--- config.mk ---
export PLATFORM = sky130hd
export DESIGN_NAME = snow64_alu_apb_regs
export DESIGN_NICKNAME = d
export VERILOG_FILES = /design/src/rtl/snow64_alu_pkg.sv /design/src/rtl/snow64_alu_apb_regs.sv
export SDC_FILE = /design/constraint.sdc
export NUM_CORES = 1
export LEC_CHECK = 0
export ABC_AREA = 1
export BUFFER_PORTS_ARGS = -buffer_cell sky130_fd_sc_hd__buf_2
export CAP_MARGIN = 40
export CORE_ASPECT_RATIO = 0.5
export CORE_MARGIN = 1.5
export CORE_UTILIZATION = 35
export CTS_BUF_LIST = sky130_fd_sc_hd__clkbuf_8
export CTS_CLUSTER_SIZE = 30
export DETAILED_ROUTE_END_ITERATION = 10
export GPL_TIMING_DRIVEN = 0
export MAX_ROUTING_LAYER = met4
export SLEW_MARGIN = 20
export SYNTH_ARGS = -nofsm -noshare
export SYNTH_HDL_FRONTEND = slang
export SYNTH_SLANG_ARGS = --single-unit
--- constraint.sdc ---
create_clock -name clk -period 2.9 [get_ports clk]
set_clock_uncertainty 0.15 [all_clocks]
set_input_delay 0 -clock clk [delete_from_list [all_inputs] [get_ports clk]]
set_output_delay 0 -clock clk [all_outputs]
set_load 0.05 [all_outputs]
--- src/rtl/snow64_alu_pkg.sv ---
package snow64_alu_pkg;

	// operand word and host bus widths
	localparam int DATA_WIDTH = 64;
	localparam int APB_DATA_WIDTH = 32;
	localparam int APB_ADDR_WIDTH = 5;

	typedef logic [DATA_WIDTH-1:0] data_t;
	typedef logic [APB_DATA_WIDTH-1:0] apb_data_t;
	typedef logic [APB_ADDR_WIDTH-1:0] apb_addr_t;

	// operation codes, 10 to 15 are rejected by the register file
	typedef enum logic [3:0]
	{
		op_add = 4'd0,
		op_sub = 4'd1,
		op_sltu = 4'd2,
		op_slts = 4'd3,
		op_and = 4'd4,
		op_or = 4'd5,
		op_xor = 4'd6,
		op_lsl = 4'd7,
		op_lsr = 4'd8,
		op_asr = 4'd9
	} alu_op_e;

	// lane size, value n means 8 << n bits per lane
	typedef enum logic [1:0]
	{
		lane_8 = 2'd0,
		lane_16 = 2'd1,
		lane_32 = 2'd2,
		lane_64 = 2'd3
	} lane_width_e;

	typedef enum logic [1:0]
	{
		shift_lsl = 2'd0,
		shift_lsr = 2'd1,
		shift_asr = 2'd2
	} shift_kind_e;

	// host to completer
	typedef struct packed
	{
		logic psel;
		logic penable;
		logic pwrite;
		apb_addr_t paddr;
		apb_data_t pwdata;
	} apb_req_t;

	// completer to host
	typedef struct packed
	{
		logic pready;
		logic pslverr;
		apb_data_t prdata;
	} apb_rsp_t;

	// one command for the execution stage
	typedef struct packed
	{
		alu_op_e op;
		lane_width_e width;
		data_t a;
		data_t b;
	} alu_cmd_t;

	// register map, byte offsets
	localparam apb_addr_t addr_a_lo = 5'h00;
	localparam apb_addr_t addr_a_hi = 5'h04;
	localparam apb_addr_t addr_b_lo = 5'h08;
	localparam apb_addr_t addr_b_hi = 5'h0C;
	localparam apb_addr_t addr_ctrl = 5'h10;
	localparam apb_addr_t addr_res_lo = 5'h14;
	localparam apb_addr_t addr_res_hi = 5'h18;
	localparam apb_addr_t addr_status = 5'h1C;

endpackage

--- src/rtl/snow64_alu_apb_regs.sv ---
`timescale 1ns/1ps

module snow64_alu_apb_regs
(
	input logic clk,
	input logic arst_n,
	input snow64_alu_pkg::apb_req_t req,
	output snow64_alu_pkg::apb_rsp_t rsp,
	output logic launch,
	output snow64_alu_pkg::alu_cmd_t cmd,
	input snow64_alu_pkg::data_t result,
	input logic result_valid
);

	snow64_alu_pkg::data_t a_q;
	snow64_alu_pkg::data_t b_q;
	snow64_alu_pkg::data_t res_q;
	snow64_alu_pkg::alu_cmd_t cmd_q;
	logic launch_q;
	logic pending_q;
	logic done_q;

	logic access;
	logic mapped;
	logic res_sel;
	logic ctrl_sel;
	logic op_legal;
	logic stall;
	logic xfer;
	logic err;
	logic wr_ok;
	logic ctrl_wr;
	logic retire;
	snow64_alu_pkg::apb_data_t rdata;

	assign access = req.psel & req.penable;

	// address decode and read mux
	always_comb
	begin
		mapped = 1'b1;
		res_sel = 1'b0;
		rdata = '0;
		case (req.paddr)
			snow64_alu_pkg::addr_a_lo: rdata = a_q[31:0];
			snow64_alu_pkg::addr_a_hi: rdata = a_q[63:32];
			snow64_alu_pkg::addr_b_lo: rdata = b_q[31:0];
			snow64_alu_pkg::addr_b_hi: rdata = b_q[63:32];
			snow64_alu_pkg::addr_ctrl: rdata = {26'd0, cmd_q.width, cmd_q.op};
			snow64_alu_pkg::addr_res_lo:
			begin
				rdata = res_q[31:0];
				res_sel = 1'b1;
			end
			snow64_alu_pkg::addr_res_hi:
			begin
				rdata = res_q[63:32];
				res_sel = 1'b1;
			end
			snow64_alu_pkg::addr_status:
			begin
				rdata = {31'd0, done_q};
				res_sel = 1'b1;
			end
			default: mapped = 1'b0;
		endcase
	end

	assign ctrl_sel = (req.paddr == snow64_alu_pkg::addr_ctrl);
	assign op_legal = (req.pwdata[3:0] <= snow64_alu_pkg::op_asr);

	// result side reads wait for the in-flight operation
	assign stall = access & ~req.pwrite & res_sel & pending_q;
	assign xfer = access & ~stall;

	// read-only write, hole in the map, bad op code
	assign err = ~mapped
		| (req.pwrite & res_sel)
		| (req.pwrite & ctrl_sel & ~op_legal);

	assign wr_ok = xfer & req.pwrite & ~err;
	assign ctrl_wr = wr_ok & ctrl_sel;

	// a result with a newer launch behind it is not the last one
	assign retire = result_valid & ~launch_q;

	assign rsp = '{
		pready: xfer,
		pslverr: xfer & err,
		prdata: (xfer & ~req.pwrite) ? rdata : '0
	};

	assign launch = launch_q;
	assign cmd = cmd_q;

	always_ff @(posedge clk or negedge arst_n)
	begin
		if (!arst_n)
		begin
			a_q <= '0;
			b_q <= '0;
			res_q <= '0;
			cmd_q <= '0;
			launch_q <= 1'b0;
			pending_q <= 1'b0;
			done_q <= 1'b0;
		end
		else
		begin
			// operand halves
			if (wr_ok)
			begin
				case (req.paddr)
					snow64_alu_pkg::addr_a_lo: a_q[31:0] <= req.pwdata;
					snow64_alu_pkg::addr_a_hi: a_q[63:32] <= req.pwdata;
					snow64_alu_pkg::addr_b_lo: b_q[31:0] <= req.pwdata;
					snow64_alu_pkg::addr_b_hi: b_q[63:32] <= req.pwdata;
					default: ;
				endcase
			end

			// snapshot operands so later a/b writes leave the command alone
			launch_q <= ctrl_wr;
			if (ctrl_wr)
			begin
				cmd_q.op <= snow64_alu_pkg::alu_op_e'(req.pwdata[3:0]);
				cmd_q.width <= snow64_alu_pkg::lane_width_e'(req.pwdata[5:4]);
				cmd_q.a <= a_q;
				cmd_q.b <= b_q;
			end

			// every result is stored, the newest arrives last
			if (result_valid)
			begin
				res_q <= result;
			end

			if (ctrl_wr)
			begin
				pending_q <= 1'b1;
				done_q <= 1'b0;
			end
			else if (retire)
			begin
				pending_q <= 1'b0;
				done_q <= 1'b1;
			end
		end
	end

endmodule

==> flow_summary.toml <==
[floorplan]
std_cell_rows = 53
io_pins = 276
die_y_um = 151
core_area_mm2 = 0.0425
die_x_um = 298
start_util = 0.359
die_area_mm2 = 0.0449

[sta]
min_period_ps = 3010
hold_viol_final = 0
fin_crit_sh = 1.04
slew_headroom = 0.458
rsz0062_at_grt = "true"
maxSlewViolCount = 0
worstMarginPinSlew_ps = 813
max_freq_mhz = 333
setup_slack_ps = -107
finalSetupViolCount = 1

[power]
peakVddDrop_v = 0.000277
p_sw_uw = 2770
comb_power_share = 0.112
power_frac_seq = 0.495
clkPwrFrac = 0.392
sw_frac_of_total = 0.283
internal-power_uw = 7000
p_leak_uw = 0.0110
power_density_mw_per_mm2 = 479

[finish]
design_area_mm2 = 0.0204
drive_above_1_share = 0.172
syn_to_final_growth_pct = 33.6
nets = 2510
stdcell_count = 3014

[clock_tree]
numCtsBuffers = 50
htreeDepth = 2
tritoncts = "done"
clock_sinks = 329
cts.path.max_buffers = 3
cts-root-buf = "clkbuf_8"
path_clk_slew_ps = 60
insertion_delay_ps = 620
cts_setup_buffers = 0

[hold_path]
min_path_type = "in -> reg"
min_from = "result[58]"

[grt]
antenna_found_initial = 1
grt_max_degree = 97
first_global_vias = 16000
grt_pass1_wl_mm = 103
overflow = 0
grt_usage = 0.320

[setup_path]
cp_slowest_cell = "dlygate4sd3_1"
worst_ep_arrival_time_ps = 2860
crit_fanout = 10
critical_path.max_stage_delay_ps = 600
path_cells = "dlygate4sd3_1 -> buf_2 -> nor2_1 -> dlygate4sd3_1 -> nand2_1 -> nor2_1 -> buf_2 -> nand2_1 -> nand3_1 -> nor2_1 -> nor2_1 -> clkbuf_4"
crit_path_frequent_cell = "nor2_1"
cp-start-kind = "primary input"
critPathLaunch = "req[34]"
end_kind = "primary output"
critPathBufInv = 5
worst_ep_required_time_ps = 2750
critPathKind = "in -> out"
r2r_start = "res_q[36]$_DFFE_PN0P_"
cp_top_family = "buffers and inverters"

[placed_design]
io_buffers = 273
routabilityCongestion = 0.993
hpwl_mm = 50.9
place_area_mm2 = 0.0174
dp_cells = 2732

[routing]
firstDrtPassIters = 6
avgViaCountPerCell = 5.62
vias = 16900
dr.first_iter.drc_count = 2121
wl_per_cell_um = 23.5
route.detailed.drc = 0
wirelength_mm = 70.7
detail-route-antenna-nets = 0

[yosys]
yosys-top-cells-area = "dfrtp_1 54%, nand2_1 19%, nand4_1 16%"
synth.ff_latch_count = 329
synthesis.nets = 1986
netlist_area_mm2 = 0.0153
synth_top_area_frac = 0.539
ys_seq_area_frac = 0.539
syn_inst = 1879
synth_cell_types = 17
synth_area_per_cell_um2 = 8.12
synth.largest_area_cell = "dfrtp_1"
yosys_warnings = 0

[outcome]
violations = "setup timing"
status = "finished with violations"

[run]
cap_violations = 0
## routing by layer
layer  share of wire  global-route usage  vias up
met4           0.043               0.129        0
met5               0                   -        -
met1            0.40               0.418     8231
met2            0.43               0.462     1038
met3            0.12              0.0986      192
li1                -                   -     7481
## state kept, by name, indices dropped and copies added, names as in the netlist
name,cells
cmd,134
a_q,64
b_q,64
res_q,64
done_q,1
launch,1
pending_q,1
## placed cells by master (no fill, tap or decap), drive strengths merged
cell	count
a21oi	6
buf	360
clkbuf	161
clkinv	7
clkinvlp	1
dfrtp	329
diode	2
dlygate4sd3	193
inv	33
nand2	791
nand3	64
nand4	397
nor2	83
o21a	1
o21ai	9
## per-stage QoR
stage | utilization | total power [uW] | TNS (ps) | hold slack, ps | setup slack (ps)
after floorplan | - | 5260 | 0 | -446 | 971
after global placement | 0.408 | 5720 | -1592310 | 57.2 | -4900
after detailed placement | 0.410 | 5740 | 0 | -211 | 386
after CTS | 0.479 | 9720 | 0 | 4.56 | 5.74
after global routing | 0.480 | 10100 | -114 | 61.9 | -112
final | 0.480 | 9770 | -107 | 43.1 | -107
## worst register-to-register path: cells and delay by family (launching register included)
kind	cells	cell delay [ps]
buf+inv	2	740
flops	1	390
compound gates	1	100
## Yosys cell counts
cell and number:
buf_2 51, nand2_1 791, o21ai_2 1, o21ai_0 8, nor2_1 80, inv_1 17
clkbuf_1 97, a21oi_1 6, nor2_4 1, o21a_1 1, buf_4 9, clkinv_1 2
nand3_1 64, buf_1 23, dfrtp_1 329, nand4_1 397, nor2_2 2
## kinds of logic (layout without fill, tap and decap cells)
| family | after synthesis | after routing | synth area share |
|---|---|---|---|
| AO/OA/AOI/OAI | 16 | 16 | 0.00566 |
| flip-flops | 329 | 329 | 0.539 |
| AND/OR/NAND/NOR | 1335 | 1335 | 0.400 |
| other | 0 | 2 | 0 |
| buffers and inverters | 199 | 755 | 0.0553 |
## power by group through the flow
| stage | logic (uW) | clock network [uW] | registers [uW] |
|---|---|---|---|
| floorplan | 382 | 0 | 4880 |
| global placement | 807 | 0 | 4910 |
| detailed placement | 831 | 0 | 4910 |
| CTS | 1040 | 3850 | 4830 |
| global route | 1170 | 4070 | 4840 |
| finish | 1100 | 3830 | 4840 |
## path summary, 6_finish.rpt
path	endpoint	cells after the start	slack, ps
max	rsp[30]	12	-110
min	res_q[58]$_DFFE_PN0P_	4	40
max reg2reg	res_q[36]$_DFFE_PN0P_	3	1410
min reg2reg	cmd[21]$_DFFE_PN0P_	2	310
max in group asynchronous	cmd[98]$_DFFE_PN0P_	6	820
min in group asynchronous	cmd[56]$_DFFE_PN0P_	4	360
## final cells by class
class	instances	area (um^2)
fillers	4113	22100
multi-input cells	1351	6180
diodes	2	5.00
clock inverters	22	92.6
inverters	19	71.3
plain buffers	180	783
flip-flops and latches	329	8230
repair buffers	472	3440
well taps	577	722
clock buffers	62	853
## what timing repair did
item / CTS / global route
resized for setup: 0 / 17
setup endpoints to repair: 0 / 21
endpoints found under the hold margin: 339 / 0
hold buffers: 194 / 0
Power figures use the tool's default switching activity.
